$ cat config.mk
export PLATFORM = sky130hd
export DESIGN_NAME = all_channels
export DESIGN_NICKNAME = d
export VERILOG_FILES = /design/src/logic/ipb_pkg.sv /design/src/logic/io_bus_if.sv /design/src/logic/all_channels.sv /design/src/logic/clk_synth_port.sv /design/src/logic/afe_dac_port.sv /design/src/logic/serial_shifter.sv /design/src/logic/channel_ctrl.sv /design/src/logic/io_readback_mux.sv /design/src/logic/ipb_io_fsm.sv
export SDC_FILE = /design/constraint.sdc
export NUM_CORES = 1
export LEC_CHECK = 0
export BUFFER_PORTS_ARGS = -buffer_cell sky130_fd_sc_hd__buf_4
export CAP_MARGIN = 10
export CORE_UTILIZATION = 60
export DETAILED_ROUTE_END_ITERATION = 12
export GPL_ROUTABILITY_DRIVEN = 0
export GPL_TIMING_DRIVEN = 0
export MAX_ROUTING_LAYER = met4
export PLACE_DENSITY = 0.78
export SLEW_MARGIN = 40
export SYNTH_ARGS = -nofsm -noshare
export SYNTH_HDL_FRONTEND = slang
export SYNTH_SLANG_ARGS = --single-unit
$ cat constraint.sdc
create_clock -name ipb_clk -period 11.35 [get_ports ipb_clk]
set_input_delay 0.5675 -clock ipb_clk [delete_from_list [all_inputs] [get_ports ipb_clk]]
set_output_delay 0.5675 -clock ipb_clk [all_outputs]
set_load 0.01 [all_outputs]
$ cat src/logic/ipb_pkg.sv
/* shared by RTL and testbench; region codes 7..15 are reserved and select no slave
   SCLK_DIV must be 2 or more, frame sizes at most 32 bits */
`default_nettype none

package ipb_pkg;

  ////////////////////////////////////////////////////////////////////////////
  // bus types
  typedef logic [23:0] ipb_addr_t;      // full IPbus address
  typedef logic [31:0] ipb_data_t;      // one data word
  typedef logic [19:0] io_addr_t;       // offset inside a region

  // address bits 23:20
  typedef enum logic [3:0] {
    REGION_CHAN0     = 4'd0,
    REGION_CHAN1     = 4'd1,
    REGION_CHAN2     = 4'd2,
    REGION_CHAN3     = 4'd3,
    REGION_CHAN4     = 4'd4,
    REGION_CLK_SYNTH = 4'd5,
    REGION_AFE_DAC   = 4'd6
  } io_region_e;

  localparam int NUM_CHAN = 5;          // channel slaves behind the hub

  ////////////////////////////////////////////////////////////////////////////
  // handshake FSM
  typedef enum logic [2:0] {
    IDLE,
    WRITE,
    READ_WAIT,
    ACK,
    ERR,
    HOLD
  } io_fsm_state_e;

  localparam int IO_TIMEOUT = 16;       // read-wait cycles before ipb_err

  ////////////////////////////////////////////////////////////////////////////
  // serial ports
  localparam int SCLK_DIV         = 4;  // ipb_clk cycles per half period
  localparam int DAC_FRAME_BITS   = 24;
  localparam int SYNTH_FRAME_BITS = 32;

  ////////////////////////////////////////////////////////////////////////////
  // register offsets
  localparam io_addr_t REG_CTRL       = 20'd0;  // bit 0 pause
  localparam io_addr_t REG_SCRATCH    = 20'd1;
  localparam io_addr_t REG_SHIFT_WORD = 20'd0;  // serial ports
  localparam io_addr_t REG_STATUS     = 20'd1;  // bit 0 busy
  localparam io_addr_t REG_SYNC       = 20'd2;  // synth only, bit 0 level

endpackage

`default_nettype wire
$ cat src/logic/io_bus_if.sv
/* register-access link between the readback mux and one slave
   rd_ack is a single-cycle pulse with rd_data stable in that cycle */
`default_nettype none

interface io_bus_if;
  import ipb_pkg::*;

  logic      sel;       // region decode hit
  logic      sync;      // access in progress
  logic      rd_en;     // read access
  logic      wr_en;     // one-cycle write strobe
  io_addr_t  addr;      // offset in region
  ipb_data_t wr_data;
  ipb_data_t rd_data;   // valid with rd_ack
  logic      rd_ack;    // read answer pulse

  modport host (
    output sel, sync, rd_en, wr_en, addr, wr_data,
    input  rd_data, rd_ack
  );

  modport slave (
    input  sel, sync, rd_en, wr_en, addr, wr_data,
    output rd_data, rd_ack
  );

endinterface

`default_nettype wire

$ cat src/logic/all_channels.sv
/* IPbus register fabric of the channel hub, all on ipb_clk
   serial link datapaths are not part of this block */
`default_nettype none

module all_channels (
  input  logic                            ipb_clk,
  input  logic                            rst_n,
  // IPbus
  input  logic                            ipb_strobe,
  input  logic                            ipb_write,
  input  ipb_pkg::ipb_addr_t              ipb_addr,
  input  ipb_pkg::ipb_data_t              ipb_wdata,
  output ipb_pkg::ipb_data_t              ipb_rdata,
  output logic                            ipb_ack,
  output logic                            ipb_err,        // timeout on read
  // channel pins
  output logic [ipb_pkg::NUM_CHAN-1:0]    readout_pause,
  // clock synthesizer
  output logic                            adcclk_dclk,
  output logic                            adcclk_ddat,
  output logic                            adcclk_dlen,
  output logic                            adcclk_sync,
  // AFE DAC
  output logic                            afe_dac_sclk,
  output logic                            afe_dac_sdi,
  output logic                            afe_dac_sync_n
);
  import ipb_pkg::*;

  logic io_sync;
  logic io_rd_en;
  logic io_wr_en;
  logic io_rd_ack;                 // registered in the mux

  io_bus_if chan_bus [NUM_CHAN] ();
  io_bus_if synth_bus ();
  io_bus_if dac_bus ();

  ////////////////////////////////////////////////////////////////////////////
  // bus handshake and readback
  ipb_io_fsm fsm_i (
    .ipb_clk    (ipb_clk),
    .rst_n      (rst_n),
    .ipb_strobe (ipb_strobe),
    .ipb_write  (ipb_write),
    .io_rd_ack  (io_rd_ack),
    .io_sync    (io_sync),
    .io_rd_en   (io_rd_en),
    .io_wr_en   (io_wr_en),
    .ipb_ack    (ipb_ack),
    .ipb_err    (ipb_err)
  );

  io_readback_mux mux_i (
    .ipb_clk   (ipb_clk),
    .rst_n     (rst_n),
    .ipb_addr  (ipb_addr),
    .ipb_wdata (ipb_wdata),
    .io_sync   (io_sync),
    .io_rd_en  (io_rd_en),
    .io_wr_en  (io_wr_en),
    .ipb_rdata (ipb_rdata),
    .io_rd_ack (io_rd_ack),
    .chan      (chan_bus),
    .synth     (synth_bus),
    .dac       (dac_bus)
  );

  ////////////////////////////////////////////////////////////////////////////
  // slaves
  for (genvar i = 0; i < NUM_CHAN; i++) begin : g_chan
    channel_ctrl chan_i (
      .ipb_clk       (ipb_clk),
      .rst_n         (rst_n),
      .bus           (chan_bus[i]),
      .readout_pause (readout_pause[i])
    );
  end

  clk_synth_port synth_i (
    .ipb_clk (ipb_clk),
    .rst_n   (rst_n),
    .bus     (synth_bus),
    .dclk    (adcclk_dclk),
    .ddat    (adcclk_ddat),
    .dlen    (adcclk_dlen),
    .sync    (adcclk_sync)
  );

  afe_dac_port dac_i (
    .ipb_clk (ipb_clk),
    .rst_n   (rst_n),
    .bus     (dac_bus),
    .sclk    (afe_dac_sclk),
    .sdi     (afe_dac_sdi),
    .sync_n  (afe_dac_sync_n)
  );

endmodule

`default_nettype wire

$ cat src/logic/clk_synth_port.sv
/* 32-bit synthesizer frames with active-high dlen; writes while busy are dropped */
`default_nettype none

module clk_synth_port (
  input  logic    ipb_clk,
  input  logic    rst_n,
  io_bus_if.slave bus,
  output logic    dclk,
  output logic    ddat,
  output logic    dlen,            // high during a frame
  output logic    sync             // static level from REG_SYNC
);
  import ipb_pkg::*;

  logic      busy;
  logic      frame_active;
  logic      start;
  logic      rd_req;
  logic      rd_req_q;
  logic      sync_q;
  ipb_data_t word_q;               // last accepted word

  assign start  = bus.sel & bus.wr_en & (bus.addr == REG_SHIFT_WORD) & ~busy;
  assign rd_req = bus.sel & bus.sync & bus.rd_en;

  always_ff @(posedge ipb_clk) begin
    if (start) begin
      word_q <= bus.wr_data;
    end
  end

  always_ff @(posedge ipb_clk) begin
    if (!rst_n) begin
      sync_q <= 1'b0;
    end else if (bus.sel && bus.wr_en && bus.addr == REG_SYNC) begin
      sync_q <= bus.wr_data[0];
    end
  end

  serial_shifter #(
    .FRAME_BITS (SYNTH_FRAME_BITS)
  ) shift_i (
    .ipb_clk      (ipb_clk),
    .rst_n        (rst_n),
    .start        (start),
    .word         (bus.wr_data),
    .busy         (busy),
    .sclk         (dclk),
    .sdata        (ddat),
    .frame_active (frame_active)
  );

  assign dlen = frame_active;
  assign sync = sync_q;

  always_ff @(posedge ipb_clk) begin
    if (!rst_n) begin
      rd_req_q   <= 1'b0;
      bus.rd_ack <= 1'b0;
    end else begin
      rd_req_q   <= rd_req;
      bus.rd_ack <= rd_req & ~rd_req_q;
    end
  end

  always_ff @(posedge ipb_clk) begin
    if (rd_req && !rd_req_q) begin
      case (bus.addr)
        REG_SHIFT_WORD: bus.rd_data <= word_q;
        REG_STATUS:     bus.rd_data <= {31'd0, busy};
        REG_SYNC:       bus.rd_data <= {31'd0, sync_q};
        default:        bus.rd_data <= '0;
      endcase
    end
  end

endmodule

`default_nettype wire

$ cat src/logic/afe_dac_port.sv
/* 24-bit DAC frames framed by sync_n; a word written while busy is dropped */
`default_nettype none

module afe_dac_port (
  input  logic    ipb_clk,
  input  logic    rst_n,
  io_bus_if.slave bus,
  output logic    sclk,
  output logic    sdi,
  output logic    sync_n           // low during a frame
);
  import ipb_pkg::*;

  logic      busy;
  logic      frame_active;
  logic      start;                // accepted shift-word write
  logic      rd_req;
  logic      rd_req_q;
  ipb_data_t word_q;               // last accepted word

  assign start  = bus.sel & bus.wr_en & (bus.addr == REG_SHIFT_WORD) & ~busy;
  assign rd_req = bus.sel & bus.sync & bus.rd_en;

  always_ff @(posedge ipb_clk) begin
    if (start) begin
      word_q <= bus.wr_data;
    end
  end

  serial_shifter #(
    .FRAME_BITS (DAC_FRAME_BITS)
  ) shift_i (
    .ipb_clk      (ipb_clk),
    .rst_n        (rst_n),
    .start        (start),
    .word         (bus.wr_data),
    .busy         (busy),
    .sclk         (sclk),
    .sdata        (sdi),
    .frame_active (frame_active)
  );

  assign sync_n = ~frame_active;

  always_ff @(posedge ipb_clk) begin
    if (!rst_n) begin
      rd_req_q   <= 1'b0;
      bus.rd_ack <= 1'b0;
    end else begin
      rd_req_q   <= rd_req;
      bus.rd_ack <= rd_req & ~rd_req_q;  // single pulse per read
    end
  end

  always_ff @(posedge ipb_clk) begin
    if (rd_req && !rd_req_q) begin
      case (bus.addr)
        REG_SHIFT_WORD: bus.rd_data <= word_q;
        REG_STATUS:     bus.rd_data <= {31'd0, busy};
        default:        bus.rd_data <= '0;
      endcase
    end
  end

endmodule

`default_nettype wire

$ cat src/logic/serial_shifter.sv
/* MSB-first, FRAME_BITS of 32 at most, 2*SCLK_DIV clocks per bit, SCLK_DIV >= 2
   data changes on falling sclk; start is ignored while busy */
`default_nettype none

module serial_shifter #(
  parameter int FRAME_BITS = 24
) (
  input  logic               ipb_clk,
  input  logic               rst_n,
  input  logic               start,         // load word and begin frame
  input  ipb_pkg::ipb_data_t word,          // low FRAME_BITS are sent
  output logic               busy,
  output logic               sclk,
  output logic               sdata,
  output logic               frame_active   // high for the whole frame
);
  import ipb_pkg::*;

  localparam int DIV_W = $clog2(SCLK_DIV);
  localparam int BIT_W = $clog2(FRAME_BITS);

  logic [DIV_W-1:0]      div_cnt;           // half-period divider
  logic [BIT_W-1:0]      bit_cnt;           // bits already sent
  logic [FRAME_BITS-1:0] shreg;
  logic                  busy_q;
  logic                  sclk_q;
  logic                  half_end;          // last cycle of a half period

  assign half_end = (div_cnt == DIV_W'(SCLK_DIV - 1));

  always_ff @(posedge ipb_clk) begin
    if (!rst_n) begin
      busy_q  <= 1'b0;
      sclk_q  <= 1'b0;
      div_cnt <= '0;
      bit_cnt <= '0;
    end else if (!busy_q) begin
      busy_q  <= start;
      sclk_q  <= 1'b0;
      div_cnt <= '0;
      bit_cnt <= '0;
    end else if (half_end) begin
      div_cnt <= '0;
      sclk_q  <= ~sclk_q;                   // toggle every half period
      if (sclk_q) begin                     // falling edge ends a bit
        if (bit_cnt == BIT_W'(FRAME_BITS - 1)) begin
          busy_q <= 1'b0;                   // frame done
        end else begin
          bit_cnt <= bit_cnt + 1'b1;
        end
      end
    end else begin
      div_cnt <= div_cnt + 1'b1;
    end
  end

  always_ff @(posedge ipb_clk) begin
    if (start && !busy_q) begin
      shreg <= word[FRAME_BITS-1:0];
    end else if (busy_q && half_end && sclk_q) begin
      shreg <= {shreg[FRAME_BITS-2:0], 1'b0};  // next bit on falling sclk
    end
  end

  assign busy         = busy_q;
  assign sclk         = sclk_q;
  assign sdata        = busy_q & shreg[FRAME_BITS-1];  // idle low
  assign frame_active = busy_q;

endmodule

`default_nettype wire

$ cat src/logic/channel_ctrl.sv
/* two registers per channel; unknown offsets read zero and ignore writes */
`default_nettype none

module channel_ctrl (
  input  logic    ipb_clk,
  input  logic    rst_n,
  io_bus_if.slave bus,
  output logic    readout_pause    // stops data from this channel
);
  import ipb_pkg::*;

  ipb_data_t ctrl_q;               // bit 0 pause
  ipb_data_t scratch_q;
  logic      rd_req;
  logic      rd_req_q;             // for first-cycle detect

  assign rd_req = bus.sel & bus.sync & bus.rd_en;

  always_ff @(posedge ipb_clk) begin
    if (!rst_n) begin
      ctrl_q    <= '0;
      scratch_q <= '0;
    end else if (bus.sel && bus.wr_en) begin
      case (bus.addr)
        REG_CTRL:    ctrl_q    <= bus.wr_data;
        REG_SCRATCH: scratch_q <= bus.wr_data;
        default:     ;                          // unmapped, dropped
      endcase
    end
  end

  // one ack per read, on the cycle after the request appears
  always_ff @(posedge ipb_clk) begin
    if (!rst_n) begin
      rd_req_q   <= 1'b0;
      bus.rd_ack <= 1'b0;
    end else begin
      rd_req_q   <= rd_req;
      bus.rd_ack <= rd_req & ~rd_req_q;
    end
  end

  always_ff @(posedge ipb_clk) begin
    if (rd_req && !rd_req_q) begin
      case (bus.addr)
        REG_CTRL:    bus.rd_data <= ctrl_q;
        REG_SCRATCH: bus.rd_data <= scratch_q;
        default:     bus.rd_data <= '0;
      endcase
    end
  end

  assign readout_pause = ctrl_q[0];

endmodule

`default_nettype wire

$ cat src/logic/io_readback_mux.sv
/* decodes address bits 23:20 and registers the answering slave's data and ack
   assumes at most one slave acks at a time; reserved regions never ack */
`default_nettype none

module io_readback_mux (
  input  logic               ipb_clk,
  input  logic               rst_n,
  input  ipb_pkg::ipb_addr_t ipb_addr,
  input  ipb_pkg::ipb_data_t ipb_wdata,
  input  logic               io_sync,
  input  logic               io_rd_en,
  input  logic               io_wr_en,
  output ipb_pkg::ipb_data_t ipb_rdata,
  output logic               io_rd_ack,
  io_bus_if.host             chan [ipb_pkg::NUM_CHAN],
  io_bus_if.host             synth,
  io_bus_if.host             dac
);
  import ipb_pkg::*;

  localparam int NUM_SLV = NUM_CHAN + 2;  // channels, synth, dac

  io_region_e         region;
  logic [NUM_SLV-1:0] slv_ack;            // collected acks
  ipb_data_t          slv_data [NUM_SLV];
  ipb_data_t          rdata_q;
  logic               ack_q;

  assign region = io_region_e'(ipb_addr[23:20]);

  ////////////////////////////////////////////////////////////////////////////
  // fan-out to the slaves
  for (genvar i = 0; i < NUM_CHAN; i++) begin : g_chan
    assign chan[i].sel     = (region == io_region_e'(4'(i)));
    assign chan[i].sync    = io_sync;
    assign chan[i].rd_en   = io_rd_en;
    assign chan[i].wr_en   = io_wr_en;
    assign chan[i].addr    = ipb_addr[19:0];
    assign chan[i].wr_data = ipb_wdata;
    assign slv_ack[i]      = chan[i].rd_ack;
    assign slv_data[i]     = chan[i].rd_data;
  end

  assign synth.sel     = (region == REGION_CLK_SYNTH);
  assign synth.sync    = io_sync;
  assign synth.rd_en   = io_rd_en;
  assign synth.wr_en   = io_wr_en;
  assign synth.addr    = ipb_addr[19:0];
  assign synth.wr_data = ipb_wdata;
  assign slv_ack[NUM_CHAN]  = synth.rd_ack;
  assign slv_data[NUM_CHAN] = synth.rd_data;

  assign dac.sel     = (region == REGION_AFE_DAC);
  assign dac.sync    = io_sync;
  assign dac.rd_en   = io_rd_en;
  assign dac.wr_en   = io_wr_en;
  assign dac.addr    = ipb_addr[19:0];
  assign dac.wr_data = ipb_wdata;
  assign slv_ack[NUM_CHAN+1]  = dac.rd_ack;
  assign slv_data[NUM_CHAN+1] = dac.rd_data;

  ////////////////////////////////////////////////////////////////////////////
  // readback registers
  always_ff @(posedge ipb_clk) begin
    if (!rst_n) begin
      ack_q <= 1'b0;
    end else begin
      ack_q <= io_sync & io_rd_en & (|slv_ack);  // only while a read waits
    end
  end

  always_ff @(posedge ipb_clk) begin
    for (int k = 0; k < NUM_SLV; k++) begin
      if (slv_ack[k]) begin
        rdata_q <= slv_data[k];                  // keep last answer
      end
    end
  end

  assign ipb_rdata = rdata_q;
  assign io_rd_ack = ack_q;

endmodule

`default_nettype wire

$ cat src/logic/ipb_io_fsm.sv
/* one access per strobe; strobe must fall before the next access starts
   writes are acked without a slave answer, reads time out into ipb_err */
`default_nettype none

module ipb_io_fsm (
  input  logic ipb_clk,
  input  logic rst_n,
  input  logic ipb_strobe,      // access request from IPbus
  input  logic ipb_write,       // 1 write, 0 read
  input  logic io_rd_ack,       // registered ack from the mux
  output logic io_sync,         // access in progress
  output logic io_rd_en,        // read held while waiting
  output logic io_wr_en,        // single-cycle write strobe
  output logic ipb_ack,
  output logic ipb_err
);
  import ipb_pkg::*;

  localparam int WAIT_W = $clog2(IO_TIMEOUT);

  io_fsm_state_e     state;
  io_fsm_state_e     state_nxt;
  logic [WAIT_W-1:0] wait_cnt;  // cycles spent in READ_WAIT

  always_ff @(posedge ipb_clk) begin
    if (!rst_n) begin
      state <= IDLE;
    end else begin
      state <= state_nxt;
    end
  end

  always_comb begin
    state_nxt = state;
    case (state)
      IDLE: begin
        if (ipb_strobe) begin
          state_nxt = ipb_write ? WRITE : READ_WAIT;
        end
      end
      WRITE:     state_nxt = ACK;                       // wr_en lasts one cycle
      READ_WAIT: begin
        if (io_rd_ack) begin
          state_nxt = ACK;                              // ack wins over timeout
        end else if (wait_cnt == WAIT_W'(IO_TIMEOUT - 1)) begin
          state_nxt = ERR;                              // nobody answered
        end
      end
      ACK:       state_nxt = HOLD;
      ERR:       state_nxt = HOLD;
      HOLD: begin
        if (!ipb_strobe) begin
          state_nxt = IDLE;                             // wait for strobe release
        end
      end
      default:   state_nxt = IDLE;
    endcase
  end

  // timeout counter, cleared outside the read wait
  always_ff @(posedge ipb_clk) begin
    if (!rst_n) begin
      wait_cnt <= '0;
    end else if (state != READ_WAIT) begin
      wait_cnt <= '0;
    end else begin
      wait_cnt <= wait_cnt + 1'b1;
    end
  end

  assign io_sync  = (state == WRITE) || (state == READ_WAIT);
  assign io_rd_en = (state == READ_WAIT);
  assign io_wr_en = (state == WRITE);
  assign ipb_ack  = (state == ACK);
  assign ipb_err  = (state == ERR);

endmodule

`default_nettype wire

==> metrics.txt, run 1 <==
critical path data arrival time 3.75 ns; actual slew at the worst max-slew pin 0.880 ns; post-synthesis instance total 2241; number of buffers created by CTS 72; setup fix buffers added after clock tree synthesis 0; distinct cell type count of the synthesized netlist 51; worst-skew pair later-pin latency 0.62 ns; initial antenna violation count 0; setup-violating endpoint count in the final report 0; fraction of power consumed by sequential logic 0.517; gr ovfl total 0; Slowest cell on crit path a31o_2; root buffer selected by CTS clkbuf_16; Highest Clock Rate 0.285 GHz; Chip Width 222 um; mean post-synth cell area 13.0 sq um; dominant register cell in the synthesized netlist edfxtp_1; sequential-to-total area share from yosys stat 0.636; area of the core 0.0478 sq mm; CP startpoint kind flop; Max-Slew Margin vs Limit 0.413; required time reported for the critical path endpoint 11.59 ns; CP top delay family simple AND/OR/NAND/NOR gates; Rows 80; violation count after the first detailed-routing iteration 1768; Post-synth EDFFs 376; number of hold buffers added after CTS 0; Min Clock Period, post-route 3.51 ns; Syn-to-layout area delta 14.8%; endpoint class of the critical path flop; Ys Warns 0; internal power of the cells 4.28 mW; vias in the first global route 19500; fraction of the cycle the final worst path needs 0.309; total routing usage reported by global routing 0.312; largest fanout of any net on the critical path 41; kind of path behind the tightest hold check in -> reg; final hold violation count 0; post-detailed-route via-to-cell ratio 6.13; hold path start ipb_wdata[10]; CP bufs+invs 3; Switching Power 1.12 mW; Pleak 11.8 nW; initial standard-cell utilization of the core 0.609; count of buffers inserted at the top-level ports 104; start point of the critical path fsm_i.state[1]; Max clock buf depth 3; outcome completed; number of nets still failing antenna checks after routing 0; Post-Synthesis Cell Area 0.0291 sq mm; Antenna Cells 0; launch instance of the worst register-to-register path fsm_i.state[1]; RSZ-0062 raised after global routing false; fraction of final layout cells sized beyond drive strength 1 0.157; # nets final 2519; cell type with the highest occurrence count on the critical path buf_2; Gate power share 0.027; Die Span Y 222 um; Switching Fraction 0.208; dpl hpwl 53.0 mm; Die Area 0.0494 sq mm; cell area after layout 0.0334 sq mm; clock network power share 0.456; Crit path largest cell delay 0.64 ns; boundary pin count 106; pin count of the biggest net entering global routing 42; cell-by-cell listing of the critical path buf_2 > or3b_1 > buf_2 > nor3_1 > nor3b_4 > buf_4 > a31o_2; syn_nets 2307; cells resized by post-CTS repair 0; sum of negative setup slack 0 ns; max-capacitance violation count 0; clock-pin slew reported for the worst setup and hold paths after clock tree synthesis 0.06 ns; Synth Register Bits 737; detailed-route DRC error count 0; total number of H-tree levels 3; Pwr Density 162 mW/mm^2; area of placed instances 0.0309 sq mm; highest ir drop seen on vdd 148 uV; wirelength, routed 74.9 mm; vias after detailed routing 19200; clock sink total 737; CTS tree done; Worst Skew 0.0198 ns; router iterations before antenna repair 5; routed length per placed instance 24.0 um; first-pass GRT wire length 113 mm; count of final max-slew check failures 0; Async S/R FF share, synth 0; category of the critical setup timing path reg -> reg
-- final timing paths --
path,to,depth (start not counted),slack [ns]
worst max-delay path,dac_i.shift_i.shreg[10],7,7.84
worst min-delay path,synth_i.word_q[10],1,0.17
worst max register to register,dac_i.shift_i.shreg[10],7,7.84
worst min register to register,dac_i.shift_i.div_cnt[0],1,0.44
-- Yosys cell counts (3+ instances only) --
library cell	instances	area, sq um
a21oi_1	4	20.0
a22o_1	161	1410
a22oi_1	31	233
and2_1	67	419
and3_1	5	31.3
buf_1	11	41.3
buf_2	14	70.1
buf_4	17	128
buf_6	26	293
clkbuf_1	97	364
dfxtp_1	361	7230
edfxtp_1	376	11300
ha_1	6	75.1
inv_1	7	26.3
mux2_1	3	33.8
mux2_2	51	574
mux2i_1	390	3900
nand2_1	427	1600
nand3_1	4	20.0
nand3b_1	3	22.5
nand4_1	5	31.3
nor2_1	31	116
nor3_1	20	100
nor3b_1	4	30.0
nor4_1	4	25.0
nor4_4	10	213
o21ai_0	34	170
o221ai_1	32	280
xnor2_1	6	52.6
xor2_1	4	35.0
-- logic make-up after synthesis --
logic type | Yosys count | synth area share
XOR/XNOR | 10 | 0.00301
multiplexers | 444 | 0.155
adder cells (fa/ha/maj) | 6 | 0.00258
AO/OA/AOI/OAI | 272 | 0.0753
AND/OR/NAND/NOR | 600 | 0.0966
flip-flops | 737 | 0.636
buffers and inverters | 172 | 0.0317
-- layout make-up --
type / count / area [sq um]
repair buffers: 138 / 1010
multi-input cells: 1332 / 9730
well taps: 615 / 769
fillers: 3274 / 14400
plain buffers: 165 / 905
inverters: 7 / 26.3
clock buffers: 101 / 2170
flip-flops and latches: 737 / 18500
clock inverters: 32 / 295
-- stage by stage --
stage | hold slack, ns | instances | power, mW | worst slack [ns] | util
after floorplan | 0.403 | 2241 | 2.91 | 7.58 | -
after global routing | 0.154 | 3127 | 5.52 | 7.66 | 0.699
final | 0.172 | 3127 | 5.40 | 7.84 | 0.699
after CTS | 0.150 | 3127 | 5.41 | 7.83 | 0.698
after global placement | 0.407 | 2960 | 2.99 | 5.63 | 0.641
after detailed placement | 0.428 | 2994 | 2.99 | 7.46 | 0.647
-- power by group through the flow --
stage	sequential [mW]	clock, mW	combinational [mW]
floorplan	2.85	0	0.0642
global placement	2.85	0	0.136
detailed placement	2.85	0	0.142
CTS	2.79	2.48	0.143
global route	2.79	2.57	0.152
finish	2.79	2.46	0.145
-- flip-flops by register name, summed over array words and instances (netlist names), 2 cells and up --
register,flops
dac_i.bus.rd_data,32
dac_i.shift_i.bit_cnt,5
synth_i.word_q,32
synth_i.shift_i.bit_cnt,5
mux_i.ipb_rdata,32
g_chan.chan_i.bus.rd_ack,5
fsm_i.wait_cnt,4
g_chan.chan_i.scratch_q,160
dac_i.shift_i.shreg,24
g_chan.chan_i.ctrl_q,160
synth_i.shift_i.div_cnt,2
synth_i.shift_i.shreg,32
g_chan.chan_i.bus.rd_data,160
dac_i.word_q,32
synth_i.bus.rd_data,32
fsm_i.state,3
dac_i.shift_i.div_cnt,2
g_chan.chan_i.rd_req_q,5
-- layer usage --
layer | wire (um) | vias to the layer above | GRT usage | part of all wire
li1 | - | 8571 | - | -
met1 | 30600 | 9646 | 0.393 | 0.41
met2 | 36700 | 776 | 0.509 | 0.49
met3 | 4680 | 182 | 0.0440 | 0.062
met4 | 2990 | 0 | 0.127 | 0.040
met5 | 0 | - | - | 0
-- cell usage in the layout, fill, tap and decap left out, types with 5 or more instances in the layout --
cell / n
and3_1: 5
o221ai_1: 32
o21ai_0: 34
edfxtp_1: 376
xnor2_1: 6
and2_1: 66
nor2_1: 30
clkbuf_2: 7
buf_6: 27
clkbuf_16: 80
bufinv_16: 5
a22oi_1: 31
inv_1: 7
nor3_2: 7
mux2i_1: 390
buf_1: 11
nor4_4: 10
clkbuf_1: 102
a22o_1: 161
buf_4: 132
clkinv_1: 9
nor3_1: 13
mux2_2: 51
ha_1: 6
clkinv_2: 14
buf_2: 35
nand2_1: 426
clkbuf_8: 9
nand4_1: 5
dfxtp_1: 361
(Power assumes the default switching activity.)
==> inputs of run 2 (changes only) <==
Settings changed: ABC_AREA set to 1, CORE_UTILIZATION 60 to 56, PLACE_DENSITY 0.78 to 0.76.
Clock period 11.35 ns to 3 ns, I/O delays scaled along.
==> metrics.txt, run 2 <==
sequential-to-total area share from yosys stat 0.609 (-0.0268); most frequently used cell type in the post-synthesis netlist nand2_1; CP bufs+invs 8 (+5); violation count after the first detailed-routing iteration 2620 (+48%); initial standard-cell utilization of the core 0.566 (-0.0425); Die Area 0.0552 sq mm (+12%); Slowest cell on crit path dlygate4sd3_1; boundary pin count 106 (unchanged); Max clock buf depth 3 (unchanged); critical path data arrival time 3.09 ns (-0.66 ns); Max-Slew Margin vs Limit 0.420 (+0.00645); multi-input logic area 0.0100 sq mm (+2.9%); worst-skew pair later-pin latency 0.62 ns (about the same); top cells by count, synth 992 x nand2_1, 824 x nor2_1, 376 x edfxtp_1; Synth Register Bits 737 (unchanged); Ys Warns 0 (unchanged); mean post-synth cell area 8.45 sq um (-35%); root buffer selected by CTS clkbuf_16; fill count 4403 (+34%); max-capacitance violation count 0 (unchanged); count of buffers inserted at the top-level ports 104 (unchanged); Post-Synthesis Cell Area 0.0304 sq mm (+4.4%); Chip Width 235 um (+5.7%); Register Area 0.0185 sq mm (unchanged); largest registers g_chan.chan_i.bus.rd_data: 160 flops, g_chan.chan_i.ctrl_q: 160 flops, g_chan.chan_i.scratch_q: 160 flops; post-detailed-route via-to-cell ratio 5.36 (-13%); # nets final 3924 (+56%); setup-violating endpoint count in the final report 0 (unchanged); commonest non-fill, non-tap cell in the layout nand2_1; highest ir drop seen on vdd 411 uV (+180%); syn_nets 3665 (+59%); vias after detailed routing 24800 (+29%); kind of path behind the tightest hold check in -> reg; total routing usage reported by global routing 0.319 (+0.00740); initial antenna violation count 3 (+3); area of the core 0.0537 sq mm (+12%); cell area after layout 0.0352 sq mm (+5.3%); gr ovfl total 0 (unchanged); final hold violation count 0 (unchanged); CTS tree done; pin count of the biggest net entering global routing 33 (-21%); total number of H-tree levels 3 (unchanged); most used cells in the layout excluding fill and tap cells 992 x nand2_1, 824 x nor2_1, 376 x edfxtp_1; required time reported for the critical path endpoint 3.32 ns (-8.27 ns); CP top delay family buffers and inverters; worst-case reg-to-reg path depth 5 (-2); sum of negative setup slack 0 ns (unchanged); Yosys top cell by area edfxtp_1; category of the critical setup timing path in -> reg; clock-pin slew reported for the worst setup and hold paths after clock tree synthesis 0.06 ns (about the same); detailed-route DRC error count 0 (unchanged); number of buffers created by CTS 74 (+2.8%); fraction of final layout cells sized beyond drive strength 1 0.0936 (-0.0632); dpl hpwl 61.5 mm (+16%); wirelength, routed 85.1 mm (+14%); Die Span Y 235 um (+5.7%); RSZ-0062 raised after global routing false; area of placed instances 0.0324 sq mm (+4.6%); count of final max-slew check failures 0 (unchanged); number of standard cells in the final layout excluding fillers 4618 (+48%); Syn-to-layout area delta 15.7%; setup fix buffers added after clock tree synthesis 0 (unchanged); Async S/R FF share, synth 0 (unchanged); Min Clock Period, post-route 2.77 ns; endpoint class of the critical path flop; actual slew at the worst max-slew pin 0.870 ns (-0.00968 ns); Pwr Density 587 mW/mm^2 (+260%); Rows 85 (+6.3%); post-synthesis instance total 3599 (+61%); Crit path largest cell delay 0.56 ns (-0.08 ns); Pleak 15.5 nW (+31%); distinct cell type count of the synthesized netlist 34 (-33%); number of instances on the worst hold path 3 (+2); largest cells by area after synthesis edfxtp_1 37%, dfxtp_1 24%, nand2_1 12%, nor2_1 10%, nand3_1 4.7%; outcome completed; largest fanout of any net on the critical path 7 (-83%); Worst Skew 0.0146 ns (-0.00524 ns); fraction of the cycle the final worst path needs 0.923; dominant register cell in the synthesized netlist edfxtp_1; Highest Clock Rate 0.361 GHz; first-pass GRT wire length 131 mm (+16%); Post-synth EDFFs 376 (unchanged); router iterations before antenna repair 6 (+1); clock sink total 737 (unchanged); routed length per placed instance 18.4 um (-23%); depth of the critical timing path with buffers and inverters included 11 (+4); fraction of synthesized cell area taken by the top area cell type 0.371 (-0.0164); placed cells 4433 (+48%); CP startpoint kind input pin; number of nets still failing antenna checks after routing 0 (unchanged); vias in the first global route 23600 (+21%); cell-by-cell listing of the critical path dlygate4sd3_1 > buf_4 > nor2_1 > dlygate4sd3_1 > nand2_1 > nor3_2 > buf_4 > buf_2 > buf_2 > buf_2 > buf_4
-- run 2: cells by family (layout without fill, tap and decap cells) --
kind of cell	Yosys count	count (layout)	share of synthesized area
simple gates	2150	2150	0.282
flops	737	737	0.609
buf+inv	484	805	0.0639
compound gates	221	221	0.0424
fa+ha+maj	6	6	0.00247
xor+xnor	1	1	0.000288
other cells	0	2	0
-- run 2: repair_timing --
item,CTS,global route
endpoints found under the setup margin,0,16
hold buffers,45,0
gates resized for setup,0,3
endpoints found under the hold margin,207,0
-- run 2: through the flow --
step	hold slack [ns]	utilization	total power, mW	setup slack (ns)
after floorplan	0.249	-	11.4	-0.413
after global placement	0.407	0.597	11.8	-2.29
after detailed placement	0.421	0.603	11.8	0.149
after CTS	0.174	0.655	20.7	0.133
after global routing	0.211	0.655	21.2	0.150
final	0.201	0.655	20.7	0.230
-- run 2: area by class of cell --
type                       count  share of cell area
sequential                   737               0.526
multi-input combinational   2378               0.285
clock buffer                 108              0.0598
timing repair buffer         183              0.0422
inverter                     267              0.0286
buffer                       217              0.0269
tap                          696              0.0247
clock inverter                30             0.00665
antenna                        2            0.000142
-- run 2: final timing paths --
path / startpoint / endpoint / slack [ns]
setup / recovery: ipb_addr[20] / g_chan[0].chan_i.bus.rd_data[29] / 0.23
hold / removal: rst_n / synth_i.shift_i.div_cnt[0] / 0.20
setup reg to reg: g_chan[1].chan_i.bus.rd_ack / mux_i.ipb_rdata[27] / 0.29
hold reg to reg: dac_i.shift_i.div_cnt[0] / dac_i.shift_i.div_cnt[0] / 0.43
-- run 2: worst min-delay path: stages --
cell and delay, ns:
clkbuf_2 0.29, nand2_1 0.26, nor3_1 0.06
-- run 2: power by group --
part	leakage [nW]	internal, mW	switching (mW)
combinational	7.66	0.295	0.726
sequential	6.68	10.6	0.0377
clock	1.13	5.08	3.90
-- run 2: metal layers --
metal,vias up,routed length [um],part of all wire,global-route usage
li1,12000,-,-,-
met1,11400,34000,0.40,0.399
met5,-,0,0,-
met4,0,3150,0.037,0.125
met3,204,7190,0.084,0.0500
met2,1104,40700,0.48,0.522
==> inputs of run 3 (changes only) <==
Settings changed: ABC_AREA 1 to unset.
==> metrics.txt, run 3 (same netlist as run 1, synthesis figures left out) <==
fraction of the cycle the final worst path needs 0.961 (+0.0378); CTS tree done; fill count 3732 (-15%); met3 track demand over resource in global routing 0.0424 (-0.00764); Min Clock Period, post-route 2.88 ns (+0.113 ns); required time reported for the critical path endpoint 3.26 ns (-0.06 ns); max-capacitance violation count 0 (unchanged); number of standard cells in the final layout excluding fillers 3235 (-30%); Worst Skew 0.0193 ns (+0.00476 ns); internal power of the cells 16.1 mW (+0.78%); router iterations before antenna repair 6 (unchanged); Chip Width 230 um (-2.1%); Slowest cell on crit path or3b_1; number of nets still failing antenna checks after routing 0 (unchanged); outcome completed; global routing met2 resource utilization 0.474 (-0.0482); count of final max-slew check failures 0 (unchanged); clock-pin slew reported for the worst setup and hold paths after clock tree synthesis 0.06 ns (about the same); violation count after the first detailed-routing iteration 1978 (-25%); # nets final 2560 (-35%); placed cells 3059 (-31%); Max-Slew Margin vs Limit 0.392 (-0.0283); pin count of the biggest net entering global routing 42 (+27%); Max clock buf depth 3 (unchanged); initial antenna violation count 1 (-2); routed length per placed instance 23.5 um (+27%); CP top delay family simple AND/OR/NAND/NOR gates; detailed-route DRC error count 0 (unchanged); fraction of power consumed by sequential logic 0.519 (+0.003); number of buffers created by CTS 73 (-1.4%); Syn-to-layout area delta 16.4%; Rows 83 (-2.4%); largest registers g_chan.chan_i.bus.rd_data: 160 flops, g_chan.chan_i.ctrl_q: 160 flops, g_chan.chan_i.scratch_q: 160 flops; wirelength, routed 75.9 mm (-11%); Die Span Y 230 um (-2.1%); Switching Fraction 0.208 (-0.0181); commonest non-fill, non-tap cell in the layout nand2_1; Die Area 0.0529 sq mm (-4.2%); root buffer selected by CTS clkbuf_16; category of the critical setup timing path reg -> reg; clock network power share 0.452 (+0.017); clock sink total 737 (unchanged); critical path data arrival time 3.14 ns (+0.05 ns); cell type with the highest occurrence count on the critical path buf_2; boundary pin count 106 (unchanged); Highest Clock Rate 0.347 GHz (-3.9%); Gate power share 0.029 (-0.020); final hold violation count 0 (unchanged); Crit path largest cell delay 0.41 ns (-0.15 ns); vias in the first global route 19500 (-17%); dpl hpwl 53.7 mm (-13%); endpoint class of the critical path flop; CP startpoint kind flop; first-pass GRT wire length 114 mm (-13%); vias after detailed routing 19400 (-22%); gr ovfl total 0 (unchanged); fraction of final layout cells sized beyond drive strength 1 0.152 (+0.0584); CP bufs+invs 3 (-5); Switching Power 4.22 mW (-9.4%); area of placed instances 0.0310 sq mm (-4.1%); initial standard-cell utilization of the core 0.568 (+0.00155); largest fanout of any net on the critical path 41 (+34); GRT busiest layer met2; RSZ-0062 raised after global routing false; post-detailed-route via-to-cell ratio 6.00 (+12%); area of the core 0.0513 sq mm (-4.5%); highest ir drop seen on vdd 474 uV (+15%); actual slew at the worst max-slew pin 0.913 ns (+0.0424 ns); Pleak 12.0 nW (-23%); count of buffers inserted at the top-level ports 104 (unchanged); cell-by-cell listing of the critical path buf_2 > or3b_1 > buf_2 > nor3_1 > nor3b_4 > buf_6 > a31o_4; setup-violating endpoint count in the final report 0 (unchanged); cell area after layout 0.0339 sq mm (-3.7%); worst-skew pair later-pin latency 0.62 ns (about the same); total routing usage reported by global routing 0.294 (-0.0253); kind of path behind the tightest hold check in -> reg; most used cells in the layout excluding fill and tap cells 426 x nand2_1, 390 x mux2i_1, 376 x edfxtp_1; routing usage on met1 0.377 (-0.0221); total number of H-tree levels 3 (unchanged); Pwr Density 600 mW/mm^2 (+2.2%)
==> run 3: metrics by stage <==
stage                     setup WS (ns)  power [mW]  hold WS [ns]  setup TNS (ns)   util
after floorplan                  -0.775        11.0         0.249         -170.23      -
after global placement            -2.79        11.3         0.369         -579.62  0.599
after detailed placement         -0.547        11.3         0.371          -32.54  0.605
after CTS                         0.113        20.4        0.0466               0  0.660
after global routing            0.00477        20.8        0.0607               0  0.661
final                             0.117        20.3        0.0813               0  0.661
==> run 3: layout make-up <==
class / instances / area (sq um) / share of cell area
diodes: 2 / 5.00 / 0.000148
plain buffers: 164 / 902 / 0.0266
clock buffers: 114 / 2200 / 0.0648
clock inverters: 20 / 205 / 0.00605
inverters: 7 / 26.3 / 0.000775
multi-input cells: 1333 / 9780 / 0.289
flip-flops and latches: 737 / 18500 / 0.546
well taps: 680 / 851 / 0.0251
repair buffers: 178 / 1410 / 0.0417
==> run 3: metal layers <==
layer	wire length [um]	vias up
met5	0	-
met3	4610	182
met4	2810	0
met2	37000	793
met1	31500	9760
li1	-	8681
==> run 3: path summary, 6_finish.rpt <==
check | cells after the start | end | start | slack, ns
hold / removal | 3 | dac_i.rd_req_q | ipb_addr[22] | 0.08
setup / recovery | 7 | dac_i.shift_i.shreg[18] | fsm_i.state[1] | 0.12
setup reg to reg | 7 | dac_i.shift_i.shreg[18] | fsm_i.state[1] | 0.12
hold reg to reg | 1 | synth_i.shift_i.div_cnt[0] | synth_i.shift_i.div_cnt[0] | 0.44
==> run 3: repair_timing <==
item / CTS / global route
endpoints found under the setup margin: 79 / 45
resized for setup: 5 / 2
hold endpoints to repair: 124 / 0
hold buffers: 38 / 0
gates cloned: 0 / 1
setup buffers: 1 / 0
==> run 3: power by group through the flow <==
stage	combinational [mW]	sequential [mW]	clock, mW
global placement	0.516	10.8	0
global route	0.614	10.6	9.64
CTS	0.581	10.6	9.23
finish	0.588	10.6	9.19
floorplan	0.243	10.8	0
detailed placement	0.541	10.8	0
==> run 3: tightest hold or removal path: cells and delay by family <==
kind / cells / cell delay [ns]
buf+inv: 1 / 0.13
simple gates: 2 / 0.35
